<file path="src/logic/sys_ctrl_pkg.sv">
`default_nettype none

package sys_ctrl_pkg;

  localparam int DATA_W = 8;            // one uart byte
  localparam int ADDR_W = 4;            // 16 registers
  localparam int FUN_W  = 4;
  localparam int RES_W  = 2 * DATA_W;   // alu result, two bytes

  // command bytes, first frame of every command
  localparam logic [DATA_W-1:0] CMD_REGF_WR = 8'hAA;
  localparam logic [DATA_W-1:0] CMD_REGF_RD = 8'hBB;
  localparam logic [DATA_W-1:0] CMD_ALU_OP  = 8'hCC;
  localparam logic [DATA_W-1:0] CMD_ALU_NOP = 8'hDD;

  localparam logic [ADDR_W-1:0] OPA_ADDR = 4'd0;  // operand a lives here
  localparam logic [ADDR_W-1:0] OPB_ADDR = 4'd1;

  // unlisted codes give a zero result
  typedef enum logic [FUN_W-1:0] {
    ALU_ADD = 4'd0,
    ALU_SUB = 4'd1,
    ALU_MUL = 4'd2,
    ALU_AND = 4'd3,
    ALU_OR  = 4'd4,
    ALU_XOR = 4'd5,
    ALU_EQ  = 4'd6,   // 1 when a == b
    ALU_SHR = 4'd7,   // a >> 1
    ALU_SHL = 4'd8    // a << 1
  } alu_fun_e;

  typedef enum logic [3:0] {
    ST_IDLE,
    ST_WR_ADDR,
    ST_WR_DATA,
    ST_RD_ADDR,
    ST_RD_REQ,     // rd_en out
    ST_RD_WAIT,    // wait rd_valid
    ST_OPA,
    ST_OPB,
    ST_FUN,
    ST_ALU_WAIT,
    ST_TX_WAIT     // packer draining
  } dec_state_e;

  typedef struct packed {
    logic              wr_en;
    logic              rd_en;
    logic [ADDR_W-1:0] addr;
    logic [DATA_W-1:0] wdata;
  } regf_req_t;

  typedef struct packed {
    logic [DATA_W-1:0] rdata;
    logic              rd_valid;
  } regf_rsp_t;

  typedef struct packed {
    logic     start;
    alu_fun_e fun;
  } alu_cmd_t;

  typedef struct packed {
    logic [RES_W-1:0] result;
    logic             valid;
  } alu_rsp_t;

  typedef struct packed {
    logic             load;
    logic [RES_W-1:0] word;
    logic             two_bytes;  // alu result, else single read byte
  } tx_req_t;

endpackage

`default_nettype wire

</file>
<file path="src/logic/alu_unit.sv">
`timescale 1ns/100ps
`default_nettype none

module alu_unit (
  input  logic                    CLK,
  input  logic                    RST,
  input  sys_ctrl_pkg::alu_cmd_t  cmd,
  output sys_ctrl_pkg::regf_req_t regf_req,
  input  sys_ctrl_pkg::regf_rsp_t regf_rsp,
  output sys_ctrl_pkg::alu_rsp_t  rsp
);

  logic                            rd_a_q;   // fetching operand a
  logic                            rd_b_q;   // fetching operand b
  sys_ctrl_pkg::alu_fun_e          fun_q;
  logic [sys_ctrl_pkg::DATA_W-1:0] opa_q;
  logic [sys_ctrl_pkg::RES_W-1:0]  a_ext;
  logic [sys_ctrl_pkg::RES_W-1:0]  b_ext;    // b straight from the read port
  logic [sys_ctrl_pkg::RES_W-1:0]  res_d;
  logic [sys_ctrl_pkg::RES_W-1:0]  res_q;
  logic                            valid_q;
  logic                            done;

  assign done = rd_b_q & regf_rsp.rd_valid;

  always_ff @(posedge CLK or negedge RST)
  begin
    if (!RST)
    begin
      rd_a_q  <= 1'b0;
      rd_b_q  <= 1'b0;
      valid_q <= 1'b0;
    end
    else
    begin
      if (cmd.start)
        rd_a_q <= 1'b1;
      else if (rd_a_q && regf_rsp.rd_valid)
        rd_a_q <= 1'b0;
      if (rd_a_q && regf_rsp.rd_valid)
        rd_b_q <= 1'b1;
      else if (done)
        rd_b_q <= 1'b0;
      valid_q <= done;  // single cycle pulse
    end
  end

  always_ff @(posedge CLK)
  begin
    if (cmd.start)
      fun_q <= cmd.fun;
    if (rd_a_q && regf_rsp.rd_valid)
      opa_q <= regf_rsp.rdata;
    if (done)
      res_q <= res_d;
  end

  // hold the read until its valid, drop it in the valid cycle so no second read
  assign regf_req.wr_en = 1'b0;
  assign regf_req.rd_en = (rd_a_q | rd_b_q) & ~regf_rsp.rd_valid;
  assign regf_req.addr  = rd_b_q ? sys_ctrl_pkg::OPB_ADDR : sys_ctrl_pkg::OPA_ADDR;
  assign regf_req.wdata = '0;

  assign a_ext = sys_ctrl_pkg::RES_W'(opa_q);
  assign b_ext = sys_ctrl_pkg::RES_W'(regf_rsp.rdata);

  always_comb
  begin
    case (fun_q)
      sys_ctrl_pkg::ALU_ADD: res_d = a_ext + b_ext;
      sys_ctrl_pkg::ALU_SUB: res_d = a_ext - b_ext;  // wraps mod 2^16
      sys_ctrl_pkg::ALU_MUL: res_d = a_ext * b_ext;
      sys_ctrl_pkg::ALU_AND: res_d = a_ext & b_ext;
      sys_ctrl_pkg::ALU_OR:  res_d = a_ext | b_ext;
      sys_ctrl_pkg::ALU_XOR: res_d = a_ext ^ b_ext;
      sys_ctrl_pkg::ALU_EQ:  res_d = sys_ctrl_pkg::RES_W'(a_ext == b_ext);
      sys_ctrl_pkg::ALU_SHR: res_d = a_ext >> 1;
      sys_ctrl_pkg::ALU_SHL: res_d = a_ext << 1;
      default:               res_d = '0;
    endcase
  end

  assign rsp = '{result: res_q, valid: valid_q};

endmodule

`default_nettype wire

</file>
<file path="src/logic/frame_decoder.sv">
`timescale 1ns/100ps
`default_nettype none

module frame_decoder (
  input  logic                            CLK,
  input  logic                            RST,
  input  logic [sys_ctrl_pkg::DATA_W-1:0] rx_data,
  input  logic                            rx_valid,
  output sys_ctrl_pkg::regf_req_t         regf_req,
  input  sys_ctrl_pkg::regf_rsp_t         regf_rsp,
  output sys_ctrl_pkg::alu_cmd_t          alu_cmd,
  input  sys_ctrl_pkg::alu_rsp_t          alu_rsp,
  output sys_ctrl_pkg::tx_req_t           tx_req,
  input  logic                            tx_busy,
  output logic                            gate_en
);

  sys_ctrl_pkg::dec_state_e state_q;
  sys_ctrl_pkg::dec_state_e state_d;

  logic [sys_ctrl_pkg::ADDR_W-1:0] addr_q;   // address frame latch
  logic                            load_q;
  logic [sys_ctrl_pkg::RES_W-1:0]  word_q;
  logic                            two_q;
  logic                            rd_cap;   // read byte captured
  logic                            alu_cap;  // alu result captured

  assign rd_cap  = (state_q == sys_ctrl_pkg::ST_RD_WAIT) && regf_rsp.rd_valid;
  assign alu_cap = (state_q == sys_ctrl_pkg::ST_ALU_WAIT) && alu_rsp.valid;

  always_ff @(posedge CLK or negedge RST)
  begin
    if (!RST)
    begin
      state_q <= sys_ctrl_pkg::ST_IDLE;
      load_q  <= 1'b0;
    end
    else
    begin
      state_q <= state_d;
      load_q  <= rd_cap | alu_cap;  // packer load one cycle after capture
    end
  end

  // latch and result holding, payload only
  always_ff @(posedge CLK)
  begin
    if (rx_valid && (state_q == sys_ctrl_pkg::ST_WR_ADDR ||
                     state_q == sys_ctrl_pkg::ST_RD_ADDR))
      addr_q <= rx_data[sys_ctrl_pkg::ADDR_W-1:0];  // upper nibble dropped
    if (rd_cap)
    begin
      word_q <= {{sys_ctrl_pkg::DATA_W{1'b0}}, regf_rsp.rdata};
      two_q  <= 1'b0;
    end
    else if (alu_cap)
    begin
      word_q <= alu_rsp.result;
      two_q  <= 1'b1;  // low byte then high byte
    end
  end

  always_comb
  begin
    state_d = state_q;
    case (state_q)
      sys_ctrl_pkg::ST_IDLE:
      begin
        if (rx_valid)
        begin
          case (rx_data)
            sys_ctrl_pkg::CMD_REGF_WR: state_d = sys_ctrl_pkg::ST_WR_ADDR;
            sys_ctrl_pkg::CMD_REGF_RD: state_d = sys_ctrl_pkg::ST_RD_ADDR;
            sys_ctrl_pkg::CMD_ALU_OP:  state_d = sys_ctrl_pkg::ST_OPA;
            sys_ctrl_pkg::CMD_ALU_NOP: state_d = sys_ctrl_pkg::ST_FUN;  // reuse held operands
            default:                   state_d = sys_ctrl_pkg::ST_IDLE;  // unknown, ignore
          endcase
        end
      end
      sys_ctrl_pkg::ST_WR_ADDR:
        if (rx_valid) state_d = sys_ctrl_pkg::ST_WR_DATA;
      sys_ctrl_pkg::ST_WR_DATA:
        if (rx_valid) state_d = sys_ctrl_pkg::ST_IDLE;  // write happens on this edge
      sys_ctrl_pkg::ST_RD_ADDR:
        if (rx_valid) state_d = sys_ctrl_pkg::ST_RD_REQ;
      sys_ctrl_pkg::ST_RD_REQ:
        state_d = sys_ctrl_pkg::ST_RD_WAIT;
      sys_ctrl_pkg::ST_RD_WAIT:
        if (regf_rsp.rd_valid) state_d = sys_ctrl_pkg::ST_TX_WAIT;
      sys_ctrl_pkg::ST_OPA:
        if (rx_valid) state_d = sys_ctrl_pkg::ST_OPB;
      sys_ctrl_pkg::ST_OPB:
        if (rx_valid) state_d = sys_ctrl_pkg::ST_FUN;
      sys_ctrl_pkg::ST_FUN:
        if (rx_valid) state_d = sys_ctrl_pkg::ST_ALU_WAIT;
      sys_ctrl_pkg::ST_ALU_WAIT:
        if (alu_rsp.valid) state_d = sys_ctrl_pkg::ST_TX_WAIT;
      sys_ctrl_pkg::ST_TX_WAIT:
        // load still in flight means busy not yet up
        if (!tx_busy && !load_q) state_d = sys_ctrl_pkg::ST_IDLE;
      default:
        state_d = sys_ctrl_pkg::ST_IDLE;
    endcase
  end

  // register file port, only one request type per state
  always_comb
  begin
    regf_req = '0;
    case (state_q)
      sys_ctrl_pkg::ST_WR_DATA:
      begin
        regf_req.wr_en = rx_valid;
        regf_req.addr  = addr_q;
        regf_req.wdata = rx_data;
      end
      sys_ctrl_pkg::ST_RD_REQ:
      begin
        regf_req.rd_en = 1'b1;
        regf_req.addr  = addr_q;
      end
      sys_ctrl_pkg::ST_OPA:
      begin
        regf_req.wr_en = rx_valid;
        regf_req.addr  = sys_ctrl_pkg::OPA_ADDR;
        regf_req.wdata = rx_data;
      end
      sys_ctrl_pkg::ST_OPB:
      begin
        regf_req.wr_en = rx_valid;
        regf_req.addr  = sys_ctrl_pkg::OPB_ADDR;
        regf_req.wdata = rx_data;
      end
      default:
        regf_req = '0;
    endcase
  end

  assign alu_cmd.start = (state_q == sys_ctrl_pkg::ST_FUN) && rx_valid;
  assign alu_cmd.fun   = sys_ctrl_pkg::alu_fun_e'(rx_data[sys_ctrl_pkg::FUN_W-1:0]);

  // clock gate open from function frame until result capture
  assign gate_en = alu_cmd.start | (state_q == sys_ctrl_pkg::ST_ALU_WAIT);

  assign tx_req = '{load: load_q, word: word_q, two_bytes: two_q};

endmodule

`default_nettype wire

</file>
<file path="src/logic/reg_file.sv">
`timescale 1ns/100ps
`default_nettype none

module reg_file (
  input  logic                    CLK,
  input  logic                    RST,
  input  sys_ctrl_pkg::regf_req_t req,
  output sys_ctrl_pkg::regf_rsp_t rsp
);

  localparam int DEPTH = 2 ** sys_ctrl_pkg::ADDR_W;

  logic [sys_ctrl_pkg::DATA_W-1:0] mem [DEPTH];
  logic [sys_ctrl_pkg::DATA_W-1:0] rdata_q;
  logic                            rd_valid_q;

  // storage, whole array cleared on reset
  always_ff @(posedge CLK or negedge RST)
  begin
    if (!RST)
    begin
      for (int i = 0; i < DEPTH; i++)
        mem[i] <= '0;
    end
    else if (req.wr_en)
      mem[req.addr] <= req.wdata;
  end

  always_ff @(posedge CLK or negedge RST)
  begin
    if (!RST)
      rd_valid_q <= 1'b0;
    else
      rd_valid_q <= req.rd_en;  // exactly one cycle after rd_en
  end

  always_ff @(posedge CLK)
  begin
    if (req.rd_en)
      rdata_q <= mem[req.addr];
  end

  assign rsp = '{rdata: rdata_q, rd_valid: rd_valid_q};

endmodule

`default_nettype wire

</file>
<file path="src/logic/regf_arbiter.sv">
`timescale 1ns/100ps
`default_nettype none

module regf_arbiter (
  input  logic                    CLK,
  input  logic                    RST,
  input  sys_ctrl_pkg::regf_req_t dec_req,
  output sys_ctrl_pkg::regf_rsp_t dec_rsp,
  input  sys_ctrl_pkg::regf_req_t alu_req,
  output sys_ctrl_pkg::regf_rsp_t alu_rsp,
  output sys_ctrl_pkg::regf_req_t mem_req,
  input  sys_ctrl_pkg::regf_rsp_t mem_rsp
);

  logic dec_sel;    // decoder has priority
  logic alu_gnt_q;  // alu read granted last cycle

  assign dec_sel = dec_req.wr_en | dec_req.rd_en;

  // decoder never asks during an alu job, so fixed priority is enough
  assign mem_req = dec_sel ? dec_req : alu_req;

  always_ff @(posedge CLK or negedge RST)
  begin
    if (!RST)
      alu_gnt_q <= 1'b0;
    else
      alu_gnt_q <= ~dec_sel & alu_req.rd_en;
  end

  // rdata shared, valid steered to the owner of the read
  always_comb
  begin
    dec_rsp          = mem_rsp;
    dec_rsp.rd_valid = mem_rsp.rd_valid & ~alu_gnt_q;
    alu_rsp          = mem_rsp;
    alu_rsp.rd_valid = mem_rsp.rd_valid & alu_gnt_q;
  end

endmodule

`default_nettype wire

</file>
<file path="src/logic/sys_ctrl_top.sv">
`timescale 1ns/100ps
`default_nettype none

module sys_ctrl_top (
  input  logic                            CLK,
  input  logic                            RST,
  input  logic [sys_ctrl_pkg::DATA_W-1:0] rx_data,
  input  logic                            rx_valid,
  input  logic                            fifo_full,
  output logic [sys_ctrl_pkg::DATA_W-1:0] fifo_wdata,
  output logic                            fifo_winc,
  output logic                            gate_en
);

  sys_ctrl_pkg::regf_req_t dec_req;
  sys_ctrl_pkg::regf_rsp_t dec_rsp;
  sys_ctrl_pkg::regf_req_t alu_req;       // reads only
  sys_ctrl_pkg::regf_rsp_t alu_rsp_regf;
  sys_ctrl_pkg::regf_req_t mem_req;
  sys_ctrl_pkg::regf_rsp_t mem_rsp;
  sys_ctrl_pkg::alu_cmd_t  alu_cmd;
  sys_ctrl_pkg::alu_rsp_t  alu_rsp;
  sys_ctrl_pkg::tx_req_t   tx_req;
  logic                    tx_busy;

  frame_decoder i_frame_decoder (
    .CLK(CLK), .RST(RST),
    .rx_data(rx_data), .rx_valid(rx_valid),
    .regf_req(dec_req), .regf_rsp(dec_rsp),
    .alu_cmd(alu_cmd), .alu_rsp(alu_rsp),
    .tx_req(tx_req), .tx_busy(tx_busy),
    .gate_en(gate_en)
  );

  regf_arbiter i_regf_arbiter (
    .CLK(CLK), .RST(RST),
    .dec_req(dec_req), .dec_rsp(dec_rsp),
    .alu_req(alu_req), .alu_rsp(alu_rsp_regf),
    .mem_req(mem_req), .mem_rsp(mem_rsp)
  );

  reg_file i_reg_file (.CLK(CLK), .RST(RST), .req(mem_req), .rsp(mem_rsp));

  alu_unit i_alu_unit (
    .CLK(CLK), .RST(RST), .cmd(alu_cmd),
    .regf_req(alu_req), .regf_rsp(alu_rsp_regf), .rsp(alu_rsp)
  );

  tx_byte_packer i_tx_byte_packer (
    .CLK(CLK), .RST(RST), .req(tx_req), .fifo_full(fifo_full),
    .fifo_wdata(fifo_wdata), .fifo_winc(fifo_winc), .busy(tx_busy)
  );

endmodule

`default_nettype wire

</file>
<file path="src/logic/tx_byte_packer.sv">
`timescale 1ns/100ps
`default_nettype none

module tx_byte_packer (
  input  logic                            CLK,
  input  logic                            RST,
  input  sys_ctrl_pkg::tx_req_t           req,
  input  logic                            fifo_full,
  output logic [sys_ctrl_pkg::DATA_W-1:0] fifo_wdata,
  output logic                            fifo_winc,
  output logic                            busy
);

  logic [sys_ctrl_pkg::RES_W-1:0] word_q;  // low byte always at the bottom
  logic [1:0]                     cnt_q;   // bytes left

  always_ff @(posedge CLK or negedge RST)
  begin
    if (!RST)
      cnt_q <= '0;
    else if (req.load)
      cnt_q <= req.two_bytes ? 2'd2 : 2'd1;
    else if (fifo_winc)
      cnt_q <= cnt_q - 2'd1;
  end

  always_ff @(posedge CLK)
  begin
    if (req.load)
      word_q <= req.word;
    else if (fifo_winc)
      word_q <= word_q >> sys_ctrl_pkg::DATA_W;  // high byte moves down
  end

  assign busy       = (cnt_q != 2'd0);
  assign fifo_winc  = busy & ~fifo_full;  // stall while full
  assign fifo_wdata = word_q[sys_ctrl_pkg::DATA_W-1:0];

endmodule

`default_nettype wire

</file>
<file path="config.mk">
export PLATFORM = sky130hd
export DESIGN_NAME = sys_ctrl_top
export DESIGN_NICKNAME = d
export VERILOG_FILES = /design/src/logic/sys_ctrl_pkg.sv /design/src/logic/alu_unit.sv /design/src/logic/frame_decoder.sv /design/src/logic/reg_file.sv /design/src/logic/regf_arbiter.sv /design/src/logic/sys_ctrl_top.sv /design/src/logic/tx_byte_packer.sv
export SDC_FILE = /design/constraint.sdc
export NUM_CORES = 1
export LEC_CHECK = 0
export BUFFER_PORTS_ARGS = -buffer_cell sky130_fd_sc_hd__buf_2
export CAP_MARGIN = 20
export CORE_MARGIN = 5
export CORE_UTILIZATION = 40
export CTS_BUF_LIST = sky130_fd_sc_hd__clkbuf_2 sky130_fd_sc_hd__clkbuf_4 sky130_fd_sc_hd__clkbuf_8
export CTS_CLUSTER_SIZE = 14
export DETAILED_ROUTE_END_ITERATION = 6
export GPL_ROUTABILITY_DRIVEN = 0
export SYNTH_ARGS = -nofsm -noshare
export SYNTH_HDL_FRONTEND = slang
export SYNTH_SLANG_ARGS = --single-unit
</file>
<file path="constraint.sdc">
create_clock -name CLK -period 4.44 [get_ports CLK]
set_input_delay 0.888 -clock CLK [delete_from_list [all_inputs] [get_ports CLK]]
set_output_delay 0.888 -clock CLK [all_outputs]
set_load 0.01 [all_outputs]
</file>
Word-level counts from Yosys, hierarchy flattened --
Index checks and enable logic that the tools add are counted.
Operators by class: reduce and logical (&&, ||, !) cells 20, $lt $le $gt $ge 2, shift operators 0, add/subtract/negate cells 3, $mul 1, eq/ne operators 33, mux-type cells 36, divide/modulo/power cells 0, bitwise logic cells 18
Operator list (count):
- 16-bit one-hot mux with 9 select lines | 1
- 128-bit bitwise mux | 1
- 8-bit 2-to-1 mux | 6
- 4-bit one-hot mux with 11 select lines | 1
- 4-bit 2-to-1 mux | 10
- 8-bit binary-select mux with 4-bit select | 1
- 8-bit demux with 4-bit select | 1
- 4-bit by 3-bit equality test with 1-bit output, second input constant | 8
- 8-bit equality test, second input constant | 4
- 16-bit 2-to-1 mux | 2
- 4-bit by 2-bit equality test with 1-bit output, second input constant | 4
- 4-bit equality test, second input constant | 4
- 8-bit by 8-bit multiplier with 16-bit output | 1
- 4-bit one-hot mux with 4 select lines | 1
- 14-bit 2-to-1 mux | 1
- 2-bit != test, second input constant | 7
- 10-bit AND reduction | 1
- 2-bit nonzero test | 5
- 8-bit by 8-bit adder with 9-bit output | 1
- 8-bit by 8-bit subtractor with 9-bit output | 1
- 8-bit AND | 1
- 4-bit by 1-bit equality test with 1-bit output, second input constant | 2
- 8-bit equality test | 1
- 4-bit zero test | 2
- other kinds (18) | 46
Storage, ports and cells: output and inout bits 10, memories 0, memory bits (writable) 0, bits in registers 213, bits of input ports 12, logic and storage cells 146, bits in latches 0, bits in read-only memories 0

Depth between registers and ports, before layout --
Gate-level depths: netlist (run 1).
depth after elaboration 11, mapped depth 18, gate-level depth less buffers 18

Hierarchy --
Synthesis (run 1) repeated with hierarchy kept, for this count alone.
Second synthesis, totals: cell total of the unflattened synthesis 1121, area total of the unflattened synthesis 13235.2 µm²
Modules (own cells, without submodules):
- reg_file | seq. area each 3468.3 µm², area an instance 6173.4 µm², instances 1, cells each 374
- alu_unit | seq. area each 915.9 µm², area an instance 4413.0 µm², instances 1, cells each 494
- frame_decoder | seq. area each 665.6 µm², area an instance 1460.2 µm², instances 1, cells each 159
- tx_byte_packer | seq. area each 530.5 µm², area an instance 814.5 µm², instances 1, cells each 56
- regf_arbiter | seq. area each 25.0 µm², area an instance 374.1 µm², instances 1, cells each 38

Worst setup path after synthesis (run 1) --
No wires, ideal clock.
path kind reg2reg, from register i_alu_unit.opa_q[6] (netlist bit), to register i_alu_unit.res_q[15] (netlist bit) (data pin), cell stages (with the launch flop) 15, required time 4174 ps, library setup time 266 ps, setup slack -91 ps, period minus slack after synthesis 4531 ps, buffers on the path 0, arrival 4265 ps, path through edfxtp_1 inv_1 nor2_1 fa_1 fa_1 fa_1 inv_1 fa_1 inv_1 ha_1 or4_1 o22ai_1 o21ai_0 nand3_1 or3b_1
Between the ends: cells in the longest elaborated chain, start to end 2, elaborated cells between the ends (all ways) 3, those cells by class add/sub: 1; mul: 1; mux: 1
RTL lines:
- start, declared | line alu_unit.sv:16 | logic [sys_ctrl_pkg::DATA_W-1:0] opa_q;
- start signal, assigned | line alu_unit.sv:53 | opa_q <= regf_rsp.rdata;
- 8-bit by 8-bit multiplier with 16-bit output or 8-bit by 8-bit subtractor with 9-bit output (tied branches) | line alu_unit.sv:72, alu_unit.sv:71
- 16-bit one-hot mux with 9 select lines (*) | line alu_unit.sv:69 | case (fun_q)
- end signal, assigned | line alu_unit.sv:55 | res_q <= res_d;
- end, declared | line alu_unit.sv:20 | logic [sys_ctrl_pkg::RES_W-1:0] res_q;
Mark *: on every way between the ends. The rest lies on a longest branch, timed or not. A chain may end at the register's enable or synchronous reset.

Worst setup path in the final report (run 1) --
from register i_alu_unit.opa_q[3] (netlist bit), to register i_alu_unit.res_q[15] (netlist bit) (data pin)
Same word-level chain as after synthesis.

==> results of run 1 <==
## per-layer routing
layer | share of wire (%) | vias up
met2 | 48 | 198
met5 | 0 | -
met1 | 45 | 4197
li1 | - | 4334
met3 | 4.2 | 54
met4 | 2.8 | 0
## state kept, by name, indices dropped and copies added (netlist names)
| name | flops |
|---|---|
| i_alu_unit.fun_q | 4 |
| i_alu_unit.opa_q | 8 |
| i_alu_unit.rd_a_q | 1 |
| i_alu_unit.rd_b_q | 1 |
| i_alu_unit.res_q | 16 |
| i_alu_unit.valid_q | 1 |
| i_frame_decoder.addr_q | 4 |
| i_frame_decoder.load_q | 1 |
| i_frame_decoder.state_q | 4 |
| i_frame_decoder.two_q | 1 |
| i_frame_decoder.word_q | 16 |
| i_reg_file.mem | 128 |
| i_reg_file.rd_valid_q | 1 |
| i_reg_file.rdata_q | 8 |
| i_regf_arbiter.alu_gnt_q | 1 |
| i_tx_byte_packer.cnt_q | 2 |
| i_tx_byte_packer.word_q | 16 |
## power breakdown
| part | internal (mW) | switching, mW |
|---|---|---|
| Clock | 1.11 | 0.831 |
| Sequential | 2.30 | 0.180 |
| Combinational | 2.68 | 3.18 |
## per-stage QoR
| step | worst slack, ps | hold WS (ps) |
|---|---|---|
| 2_1_floorplan | 35.9 | 400 |
| 3_3_place_gp | -66.5 | 412 |
| 3_5_place_dp | -134 | 418 |
| 4_1_cts | 0.767 | 426 |
| 5_1_grt | -116 | 122 |
| 6_report | 28.9 | 143 |
## final cells by class
| cell class | count | share of cell area (%) |
|---|---|---|
| timing repair buffer | 91 | 4.82 |
| multi-input combinational | 852 | 43.2 |
| clock inverter | 10 | 0.838 |
| tap | 390 | 3.51 |
| inverter | 86 | 2.38 |
| sequential | 213 | 40.3 |
| clock buffer | 56 | 4.92 |
## Yosys cell counts, types with 4 or more instances
| library cell | n | area [um2] |
|---|---|---|
| sky130_fd_sc_hd__a21o_1 | 6 | 45.0 |
| sky130_fd_sc_hd__a21oi_1 | 37 | 185 |
| sky130_fd_sc_hd__a221oi_1 | 8 | 70.1 |
| sky130_fd_sc_hd__a22o_1 | 4 | 35.0 |
| sky130_fd_sc_hd__a22oi_1 | 14 | 105 |
| sky130_fd_sc_hd__a32oi_1 | 4 | 35.0 |
| sky130_fd_sc_hd__and2_1 | 8 | 50.1 |
| sky130_fd_sc_hd__and3_1 | 9 | 56.3 |
| sky130_fd_sc_hd__buf_2 | 7 | 35.0 |
| sky130_fd_sc_hd__buf_4 | 9 | 67.6 |
| sky130_fd_sc_hd__clkbuf_1 | 45 | 169 |
| sky130_fd_sc_hd__clkinv_1 | 6 | 22.5 |
| sky130_fd_sc_hd__dfrtp_1 | 140 | 3500 |
| sky130_fd_sc_hd__dfxtp_1 | 9 | 180 |
| sky130_fd_sc_hd__edfxtp_1 | 64 | 1920 |
| sky130_fd_sc_hd__fa_1 | 38 | 761 |
| sky130_fd_sc_hd__ha_1 | 61 | 763 |
| sky130_fd_sc_hd__inv_1 | 80 | 300 |
| sky130_fd_sc_hd__mux2_2 | 10 | 113 |
| sky130_fd_sc_hd__mux2i_1 | 32 | 320 |
| sky130_fd_sc_hd__mux4_2 | 18 | 405 |
| sky130_fd_sc_hd__nand2_1 | 222 | 833 |
| sky130_fd_sc_hd__nand2b_1 | 12 | 75.1 |
| sky130_fd_sc_hd__nand3_1 | 10 | 50.1 |
| sky130_fd_sc_hd__nor2_1 | 79 | 297 |
| sky130_fd_sc_hd__nor2b_1 | 7 | 43.8 |
| sky130_fd_sc_hd__nor3_1 | 10 | 50.1 |
| sky130_fd_sc_hd__nor4_1 | 4 | 25.0 |
| sky130_fd_sc_hd__o211ai_1 | 6 | 45.0 |
| sky130_fd_sc_hd__o21a_1 | 4 | 30.0 |
| sky130_fd_sc_hd__o21ai_0 | 172 | 861 |
| sky130_fd_sc_hd__o21bai_1 | 7 | 52.6 |
| sky130_fd_sc_hd__o22ai_1 | 8 | 50.1 |
| sky130_fd_sc_hd__or3_1 | 6 | 37.5 |
| sky130_fd_sc_hd__or4_1 | 6 | 45.0 |
| sky130_fd_sc_hd__xnor2_1 | 5 | 43.8 |
| sky130_fd_sc_hd__xor2_1 | 6 | 52.6 |
## logic make-up after synthesis
group           Yosys count  synth area share (%)
simple gates            387                  13.9
mux                      60                  6.95
buf+inv                 149                  4.99
fa+ha+maj                99                  12.6
compound gates          295                  14.3
flops                   213                  46.5
xor+xnor                 11                 0.798
## final timing paths
path                                         endpoint  slack [ps]  depth (start not counted)
min reg2reg                 i_tx_byte_packer.cnt_q[0]         430                          1
max reg2reg                      i_alu_unit.res_q[15]          30                         15
min in group CLK            i_tx_byte_packer.cnt_q[0]         430                          1
max                              i_alu_unit.res_q[15]          30                         15
max in group asynchronous  i_frame_decoder.state_q[2]        3290                          3
min                                i_reg_file.mem[58]         140                          1
## what timing repair did
item                       4_1_cts  5_1_grt
setup endpoints to repair        4        8
hold buffers                     0        0
cloned                           0        0
setup buffers                    3        6
resized for setup               15       29
pin swaps                       13        9
==> metrics.md, run 1 <==
| Metric | Value |
|---|---|
| First-pass DRT Iterations | 5 |
| Fraction of registers with async set/reset | roughly two thirds |
| Sort of element at the start of the critical path | register |
| Number of buffers on the longest clock path | 3 |
| Final Hold Vio Count | 0 |
| Num rows | 63 |
| Multi-input logic area | between 0.005 and 0.006 mm2 |
| Crit-path max cell delay | between 500 and 600 ps |
| Total buffers and inverters traversed by the critical path | 4 |
| Number of diodes | 0 |
| Mapped Area | around 0.012 mm2 |
| Total power divided by cell area | ~740 mW/mm2 |
| Most common cell after layout, fill and taps aside | sky130_fd_sc_hd__nand2_1 |
| Net count after synthesis | ~1,300 |
| Filler cells | between 2,000 and 3,000 |
| Least-Margin Pin Slew | ~900 ps |
| Layer with the highest usage | met2 |
| Count of port buffers added during placement | 21 |
| Die Area | roughly 0.034 mm2 |
| CTS H-tree depth | 2 |
| Initial core utilization | 40.6% |
| Shortest period the worst path allows | 4410 ps |
| I/O Pins | 22 |
| Critical path peak fanout | 4 |
| Layout cells sized above 1 | between 15 and 20% |
| CTS tree | yes |
| Synth-to-Final Area Change | 15.1% |
| Core Box Area | 0.0297 mm2 |
| Cell class contributing the biggest share of worst-path delay | adder cells |
| Wire length of the first global-routing pass | slightly below 50 mm |
| Post-Synthesis Mean Instance Area | 9.94 um2 |
| Post-synth EDFFs | 64 |
| GR Overflow Total | 0 |
| Cell occurring most often along the worst timing path | sky130_fd_sc_hd__fa_1 |
| Leakage power | 6.21 nW |
| Count of max-cap constraint violations | 0 |
| Chip width | between 150 and 200 um |
| Kind of path behind the tightest hold check | in -> async |
| Reg2Reg Launch Point | i_alu_unit.opa_q[3] |
| Worst-case clock skew | roughly 28 ps |
| Post-route core utilization | between 40% and 50% |
| CTS Root Buffer Type | sky130_fd_sc_hd__clkbuf_8 |
| Clock buffer count from CTS | 37 |
| Period utilization | 99.3% |
| Met2 track utilization from global routing | 29.5% |
| Detail Route Antenna Nets | 0 |
| Arrival time at the worst endpoint | 4690 ps |
| CP Data Required Time | 4720 ps |
| Area after DPL | roughly 0.013 mm2 |
| Synth unique cells | 64 |
| Unrepaired setup endpoints after global routing | true |
| Relative slew margins | 40.0% |
| Clock Latency Late Sink | approximately 550 ps |
| Power Total | 10.3 mW |
| Result of the run | completed |
| Via count normalized by instance count | around 5.2 |
| First element of the critical path | i_alu_unit.opa_q[3] |
| Crit-path slowest cell | sky130_fd_sc_hd__or4_4 |
| Type of destination of the critical path | register |
| Maximum ir drop on the vdd rail | approximately 640 uV |
| Final Non-Filler Cells | ~1,700 |
| Maximum frequency from static timing analysis | between 0.2 and 0.25 GHz |
| Finished Cell Area | approximately 0.014 mm2 |
| Final slew viol count | 0 |
| Setup tns final | 0 ps |
| Global Route met3 Usage | under 10% |
| Global routing met1 resource utilization | between 20% and 30% |
| Flip-flop and latch count after synthesis | between 200 and 250 |
| Highest-count cells in the layout ignoring fill and taps | sky130_fd_sc_hd__nand2_1 (220), sky130_fd_sc_hd__o21ai_0 (168), sky130_fd_sc_hd__dfrtp_1 (140) |
| Clock slew at reported path FFs | 60 ps |
| Final wirelength | 29.3 mm |
| Vert. Die Dim | approximately 180 um |
| Synth Flop Type | sky130_fd_sc_hd__dfrtp_1 |
| Starting DRC count in detailed routing | between 500 and 600 |
| Final routed DRC violation total | 0 |
| Placed cells | between 1,500 and 2,000 |
| Antenna violations before repair | 0 |
| Net total in the final layout | approximately 1,400 |
| Setup violation total in the final timing report | 0 |
| Via count | ~9,000 |
| Synthesized instance count | roughly 1,200 |
| Critical path type | reg -> reg |
| Via count of the first global-routing pass | 8,990 |
| All-Layer GR Usage | ~18% |
| Largest net degree at the start of global routing | between 100 and 150 |
| Sequential element share of the synthesized area | between 40 and 50% |
| Register area | approximately 0.0056 mm2 |
| Hpwl dp | 21.1 mm |
| Worst path cell trace | inv_2 > buf_4 > nor2_1 > fa_1 > fa_1 > fa_1 > inv_1 > fa_1 > inv_1 > ha_4 > or4_4 > o22ai_4 > o21ai_2 > nand3_1 > or3b_1 |
| Total number of yosys warnings | 0 |
| Post-detailed-route wirelength per cell | about 17 um |
| Clock Sink Count | 213 |
Power figures use the tool's default switching activity.
==> run 2, diff against run 1 <==
- CORE_UTILIZATION: 40 -> 50
- PLACE_DENSITY: unset -> 0.68
==> metrics.md, run 2 (synthesis gave the netlist of run 1 again) <==
| Metric | Value |
|---|---|
| Worst path cell trace | inv_2 > nor2_1 > fa_1 > fa_1 > fa_1 > inv_1 > fa_1 > inv_2 > ha_4 > or4_4 > o22ai_4 > o21ai_2 > nand3_1 > or3b_1 |
| CTS Root Buffer Type | sky130_fd_sc_hd__clkbuf_8 |
| Leakage power | 6.19 nW (-0.27%) |
| Critical path peak fanout | 4 (unchanged) |
| Post-detailed-route wirelength per cell | 17.5 um (+1.1%) |
| Num rows | 56 (-11%) |
| Critical path type | reg -> reg |
| First-pass DRT Iterations | 5 (unchanged) |
| Clock buffer count from CTS | 37 (unchanged) |
| Cell depth of the worst hold path | 1 |
| I/O Pins | 22 (unchanged) |
| Count of max-cap constraint violations | 0 (unchanged) |
| Via count of the first global-routing pass | 8,860 (-1.4%) |
| Register with the most flip-flops | i_reg_file.mem |
| Cell class contributing the biggest share of worst-path delay | adder cells |
| Detail Route Antenna Nets | 0 (unchanged) |
| Final slew viol count | 0 (unchanged) |
| Net switching power of the design | 4.13 mW (-1.4%) |
| Combinational share of power | 57.0% (about the same) |
| Reg2Reg Launch Point | i_alu_unit.opa_q[4] |
| Origin of the worst min-delay path | i_frame_decoder.two_q |
| Cell occurring most often along the worst timing path | sky130_fd_sc_hd__fa_1 |
| Crit-path slowest cell | sky130_fd_sc_hd__fa_1 |
| Starting DRC count in detailed routing | 690 (+29%) |
| Initial core utilization | 51.1% (+10 points) |
| Clock Sink Count | 213 (unchanged) |
| Highest-count cells in the layout ignoring fill and taps | sky130_fd_sc_hd__nand2_1 (220), sky130_fd_sc_hd__o21ai_0 (168), sky130_fd_sc_hd__dfrtp_1 (140) |
| Maximum ir drop on the vdd rail | 892 uV (+40%) |
| Synth-to-Final Area Change | 14.1% |
| Arrival time at the worst endpoint | 4670 ps (-20 ps) |
| Via count | 9,030 (+2.8%) |
| Number of flip-flops in the largest register | 128 (unchanged) |
| Number of diodes | 0 (unchanged) |
| Pint | 5.92 mW (-2.9%) |
| Met2 track utilization from global routing | 36.1% (+6.6 points) |
| Most common cell after layout, fill and taps aside | sky130_fd_sc_hd__nand2_1 |
| Post-route core utilization | 58.3% (+12 points) |
| Final wirelength | 28.5 mm (-2.9%) |
| Final Hold Vio Count | 0 (unchanged) |
| Switching Share | 41.1% (+0.35 points) |
| Largest net degree at the start of global routing | 98 (-12%) |
| Worst-case clock skew | 17.8 ps (-10.6 ps) |
| CTS H-tree depth | 2 (unchanged) |
| Maximum frequency from static timing analysis | 0.228 GHz (+0.44%) |
| GR Overflow Total | 0 (unchanged) |
| Internal reg-to-reg setup slack | 50 ps (+20 ps) |
| Crit-path max cell delay | 580 ps (+40 ps) |
| Layer with the highest usage | met2 |
| Filler cells | 2,060 (-26%) |
| Core Box Area | 0.0236 mm2 (-21%) |
| Relative slew margins | 37.9% (-2.0 points) |
| Layout cells sized above 1 | 17.9% (+0.42 points) |
| Global Route met3 Usage | 3.50% (+0.73 points) |
| Path depth of the worst reg2reg path | 14 (-1) |
| Global routing met1 resource utilization | 28.3% (+4.7 points) |
| Antenna violations before repair | 0 (unchanged) |
| Die Area | 0.0273 mm2 (-19%) |
| Hpwl dp | 20.3 mm (-3.8%) |
| Vert. Die Dim | 165 um (-10%) |
| Final routed DRC violation total | 0 (unchanged) |
| Clock slew at reported path FFs | 60 ps (about the same) |
| Least-Margin Pin Slew | 924 ps (+25.5 ps) |
| Clock Latency Late Sink | 540 ps (about the same) |
| Setup tns final | 0 ps (unchanged) |
| Count of port buffers added during placement | 21 (unchanged) |
| Power share of the clock group | 18.3% (-0.6 points) |
| Number of hold-repair buffers added at the cts stage | 0 (unchanged) |
| Total power divided by cell area | 730 mW/mm2 (-1.4%) |
| Endpoint of the worst hold path | i_tx_byte_packer.cnt_q[0] |
| Wire length of the first global-routing pass | 46.7 mm (-2.8%) |
| Unrepaired setup endpoints after global routing | true |
| Shortest period the worst path allows | 4390 ps (-19.3 ps) |
| Type of destination of the critical path | register |
| Total buffers and inverters traversed by the critical path | 3 (-1) |
| Via count normalized by instance count | 5.54 (+7.1%) |
| Net total in the final layout | 1,395 (+0.22%) |
| Chip width | 165 um (-10%) |
| All-Layer GR Usage | 21.4% (+3.8 points) |
| Result of the run | completed |
| CP Data Required Time | 4720 ps (about the same) |
| Period utilization | 98.9% (-0.43 points) |
| CTS tree | yes |
| Flop pwr share | 24.7% (+0.5 points) |
| Sort of element at the start of the critical path | register |
| Kind of path behind the tightest hold check | reg -> reg |
| Number of buffers on the longest clock path | 3 (unchanged) |
| RR Endpoint | i_alu_unit.res_q[15] |
| Setup violation total in the final timing report | 0 (unchanged) |
## run 2: cell types whose count changed in the layout (fill, tap and decap cells not counted), moves of 3 or more
cell / delta
sky130_fd_sc_hd__buf_4: +8
sky130_fd_sc_hd__buf_6: -4
sky130_fd_sc_hd__ha_2: -3
sky130_fd_sc_hd__inv_4: -3
sky130_fd_sc_hd__nor2_1: -4
sky130_fd_sc_hd__nor2_2: +4
## run 2: power groups by stage
stage          Clock [mW]  Sequential, mW  Combinational (mW)
2_1_floorplan           0            2.44                3.47
3_3_place_gp            0            2.51                4.77
3_5_place_dp            0            2.51                4.91
4_1_cts              1.88            2.48                5.24
5_1_grt              1.99            2.51                6.40
6_report             1.84            2.48                5.72
## run 2: routing by layer
metal	vias up	part of all wire (%)
li1	4347	-
met1	4387	43
met2	226	49
met3	70	4.4
met4	0	3.6
met5	-	0
## run 2: worst max path at each step
| stage | startpoint | to | slack (ps) | cells after the start |
|---|---|---|---|---|
| after global placement | i_reg_file.rdata_q[3] | i_alu_unit.res_q[14] | -60 | 16 |
| after floorplan | i_alu_unit.opa_q[4] | i_alu_unit.res_q[15] | 40 | 13 |
| after CTS | i_alu_unit.opa_q[3] | i_alu_unit.res_q[14] | -5 | 16 |
| after detailed placement | i_reg_file.rdata_q[2] | i_alu_unit.res_q[14] | -200 | 16 |
| final | i_alu_unit.opa_q[4] | i_alu_unit.res_q[15] | 50 | 14 |
| after global routing | i_reg_file.rdata_q[3] | i_alu_unit.res_q[14] | -120 | 16 |
## run 2: worst reg2reg max path: stages (launching register included)
cell and delay [ps]:
sky130_fd_sc_hd__edfxtp_1 490, sky130_fd_sc_hd__inv_2 140, sky130_fd_sc_hd__nor2_1 70, sky130_fd_sc_hd__fa_1 580, sky130_fd_sc_hd__fa_1 440, sky130_fd_sc_hd__fa_1 490, sky130_fd_sc_hd__inv_1 50, sky130_fd_sc_hd__fa_1 490
sky130_fd_sc_hd__inv_2 50, sky130_fd_sc_hd__ha_4 150, sky130_fd_sc_hd__or4_4 550, sky130_fd_sc_hd__o22ai_4 150, sky130_fd_sc_hd__o21ai_2 90, sky130_fd_sc_hd__nand3_1 80, sky130_fd_sc_hd__or3b_1 330
## run 2: metrics by stage
| step | worst slack (ps) | area (um2) | cells | hold WS (ps) | power [mW] |
|---|---|---|---|---|---|
| floorplan | 35.9 | 12100 | 1214 | 400 | 5.91 |
| global placement | -55.6 | 12700 | 1546 | 409 | 7.27 |
| detailed placement | -201 | 12700 | 1547 | 414 | 7.42 |
| CTS | -5.32 | 13600 | 1623 | 422 | 9.60 |
| global route | -121 | 13800 | 1630 | 449 | 10.9 |
| finish | 48.2 | 13800 | 1630 | 417 | 10.0 |
## run 2: layout make-up
cell class                 instances  area (um2)  share of cell area, %
inverter                          86         327                   2.37
timing repair buffer              94         657                   4.77
multi-input combinational        852        6010                   43.7
sequential                       213        5610                   40.7
tap                              319         399                   2.90
clock buffer                      60         726                   5.27
clock inverter                     6        42.5                  0.309
## run 2: timing repair
item | in CTS | in global routing
resized for setup | 13 | 29
pin swaps | 7 | 18
setup endpoints to repair | 5 | 8
setup buffers | 10 | 7
==> run 3, diff against run 2 <==
- GPL_TIMING_DRIVEN: unset -> 0
==> metrics.md, run 3 (synthesis gave the netlist of run 1 again) <==
| Metric | Value |
|---|---|
| Failing checks | setup timing |
| Arrival time at the worst endpoint | 4750 ps (+80 ps) |
| First-pass DRT Iterations | 5 (unchanged) |
| Unrepaired setup endpoints after global routing | true |
| Highest-count cells in the layout ignoring fill and taps | sky130_fd_sc_hd__nand2_1 (221), sky130_fd_sc_hd__o21ai_0 (166), sky130_fd_sc_hd__dfrtp_1 (140) |
| Starting DRC count in detailed routing | 676 (-2.0%) |
| Hpwl dp | 21.8 mm (+7.3%) |
| Least-Margin Pin Slew | 1050 ps (+130 ps) |
| Internal reg-to-reg setup slack | -70 ps (-120 ps) |
| Type of destination of the critical path | register |
| Final slew viol count | 0 (unchanged) |
| Critical path peak fanout | 5 (+1) |
| Final Hold Vio Count | 0 (unchanged) |
| Finished Cell Area | 0.0140 mm2 (+1.3%) |
| Most common cell after layout, fill and taps aside | sky130_fd_sc_hd__nand2_1 |
| Largest net degree at the start of global routing | 95 (-3.1%) |
| Max layer used | met4 |
| Via count of the first global-routing pass | 9,450 (+6.7%) |
| Worst-case clock skew | 37.8 ps (+20.0 ps) |
| Leakage power | 6.20 nW (+0.17%) |
| CTS H-tree depth | 2 (unchanged) |
| Number of buffers on the longest clock path | 3 (unchanged) |
| CP Data Required Time | 4680 ps (-40 ps) |
| Chip width | 165 um (unchanged) |
| CTS Root Buffer Type | sky130_fd_sc_hd__clkbuf_8 |
| First element of the critical path | i_alu_unit.opa_q[2] |
| Register with the most flip-flops | i_reg_file.mem |
| I/O Pins | 22 (unchanged) |
| Layout cells sized above 1 | 17.4% (-0.50 points) |
| Power Total | 10.3 mW (+2.3%) |
| Met2 wire length | 15.7 mm (+14%) |
| Clock Sink Count | 213 (unchanged) |
| Number of flip-flops in the largest register | 128 (unchanged) |
| Fin Hold WS | 272 ps (-145 ps) |
| Area after DPL | 0.0126 mm2 (-0.71%) |
| Detail Route Antenna Nets | 0 (unchanged) |
| Synth-to-Final Area Change | 15.7% |
| Core Box Area | 0.0236 mm2 (unchanged) |
| Die Area | 0.0273 mm2 (unchanged) |
| Vert. Die Dim | 165 um (unchanged) |
| Net total in the final layout | 1,430 (+2.5%) |
| All-Layer GR Usage | 23.0% (+1.6 points) |
| Initial core utilization | 51.1% (unchanged) |
| Final wirelength | 31.3 mm (+9.8%) |
| Detailed-routing wirelength on met1 | 13.0 mm (+5.1%) |
| Total power divided by cell area | 736 mW/mm2 (+0.91%) |
| Post-detailed-route wirelength per cell | 18.8 um (+7.7%) |
| Period utilization | 102% (+2.8 points) |
| Sort of element at the start of the critical path | register |
| Antenna violations before repair | 0 (unchanged) |
| Via count | 9,427 (+4.4%) |
| Final routed DRC violation total | 0 (unchanged) |
| Wire length of the first global-routing pass | 49.3 mm (+5.5%) |
| Setup violation total in the final timing report | 4 (+4) |
| Result of the run | finished with violations |
| Count of port buffers added during placement | 21 (unchanged) |
| Clock slew at reported path FFs | 60 ps (about the same) |
| CTS tree | yes |
| Number of hold-repair buffers added at the cts stage | 0 (unchanged) |
| Num rows | 56 (unchanged) |
| Reg2Reg Launch Point | i_alu_unit.opa_q[2] |
| Kind of path behind the tightest hold check | in -> async |
| Slack of the critical path | -74.8 ps (-123 ps) |
| Clock Latency Late Sink | 540 ps (about the same) |
| Wire length on met3 | 1.39 mm (+11%) |
| Relative slew margins | 29.2% (-8.7 points) |
| Maximum frequency from static timing analysis | 0.221 GHz (-2.7%) |
| Shortest period the worst path allows | 4510 ps (+123 ps) |
| Number of diodes | 0 (unchanged) |
| GR Overflow Total | 0 (unchanged) |
| Count of max-cap constraint violations | 0 (unchanged) |
| Clock buffer count from CTS | 36 (-2.7%) |
| Via count normalized by instance count | 5.67 (+2.4%) |
| Maximum ir drop on the vdd rail | 1160 uV (+30%) |
| Critical path type | reg -> reg |
-- run 3: cell types whose count changed in the layout (fill, tap and decap cells not counted), moves of 5 or more --
cell and delta:
sky130_fd_sc_hd__clkinv_1 -5, sky130_fd_sc_hd__buf_2 +8, sky130_fd_sc_hd__buf_4 -22, sky130_fd_sc_hd__clkbuf_1 +45
-- run 3: cell type report --
cell class,count,area [um2]
fill,2028,9660
clock inverter,5,42.5
tap,319,399
sequential,213,5610
clock buffer,57,703
timing repair buffer,67,479
buffer,63,279
multi-input combinational,852,6100
inverter,86,350
-- run 3: critical path, stage by stage (launching register included) --
cell and delay (ps):
sky130_fd_sc_hd__edfxtp_1 410, sky130_fd_sc_hd__buf_4 140, sky130_fd_sc_hd__nand2_1 80, sky130_fd_sc_hd__fa_1 560, sky130_fd_sc_hd__fa_1 530, sky130_fd_sc_hd__inv_1 60, sky130_fd_sc_hd__fa_1 470, sky130_fd_sc_hd__inv_1 50
sky130_fd_sc_hd__fa_1 490, sky130_fd_sc_hd__inv_2 50, sky130_fd_sc_hd__ha_4 230, sky130_fd_sc_hd__nand3_2 60, sky130_fd_sc_hd__o211ai_1 90, sky130_fd_sc_hd__buf_4 160, sky130_fd_sc_hd__a2111oi_4 270, sky130_fd_sc_hd__o21a_1 210
sky130_fd_sc_hd__o21ai_1 90, sky130_fd_sc_hd__xnor2_1 200, sky130_fd_sc_hd__o21ai_1 100
-- run 3: worst paths after layout --
kind,end,depth (start not counted)
min in group CLK,i_tx_byte_packer.cnt_q[0],1
worst min register to register,i_tx_byte_packer.cnt_q[0],1
worst max-delay path,i_alu_unit.res_q[14],18
max in group asynchronous,i_reg_file.mem[63],2
worst max register to register,i_alu_unit.res_q[14],18
worst min-delay path,i_reg_file.mem[117],1
-- run 3: stage by stage --
| stage | setup slack, ps | instances | TNS, ps | utilization (%) |
|---|---|---|---|---|
| floorplan | 35.9 | 1214 | 0 | - |
| global placement | -459 | 1554 | -1780 | 53.3 |
| detailed placement | -502 | 1557 | -2120 | 53.5 |
| CTS | -7.89 | 1659 | -15.6 | 58.7 |
| global route | -189 | 1662 | -827 | 59.1 |
| finish | -74.8 | 1662 | -157 | 59.1 |
-- run 3: what timing repair did --
action / CTS / global route
endpoints found under the setup margin: 8 / 8
pin swaps: 30 / 7
setup buffers: 40 / 3
gates resized for setup: 47 / 19
-- run 3: metal layers --
layer	vias to the layer above	global-route usage [%]
li1	4433	-
met1	4617	29.0
met2	300	40.3
met3	77	3.18
met4	0	8.85
met5	-	0
-- run 3: power by group --
part | switching, mW | total (mW) | internal [mW]
Sequential | 0.162 | 2.47 | 2.31
Combinational | 3.40 | 6.01 | 2.61
Clock | 0.785 | 1.79 | 1.01
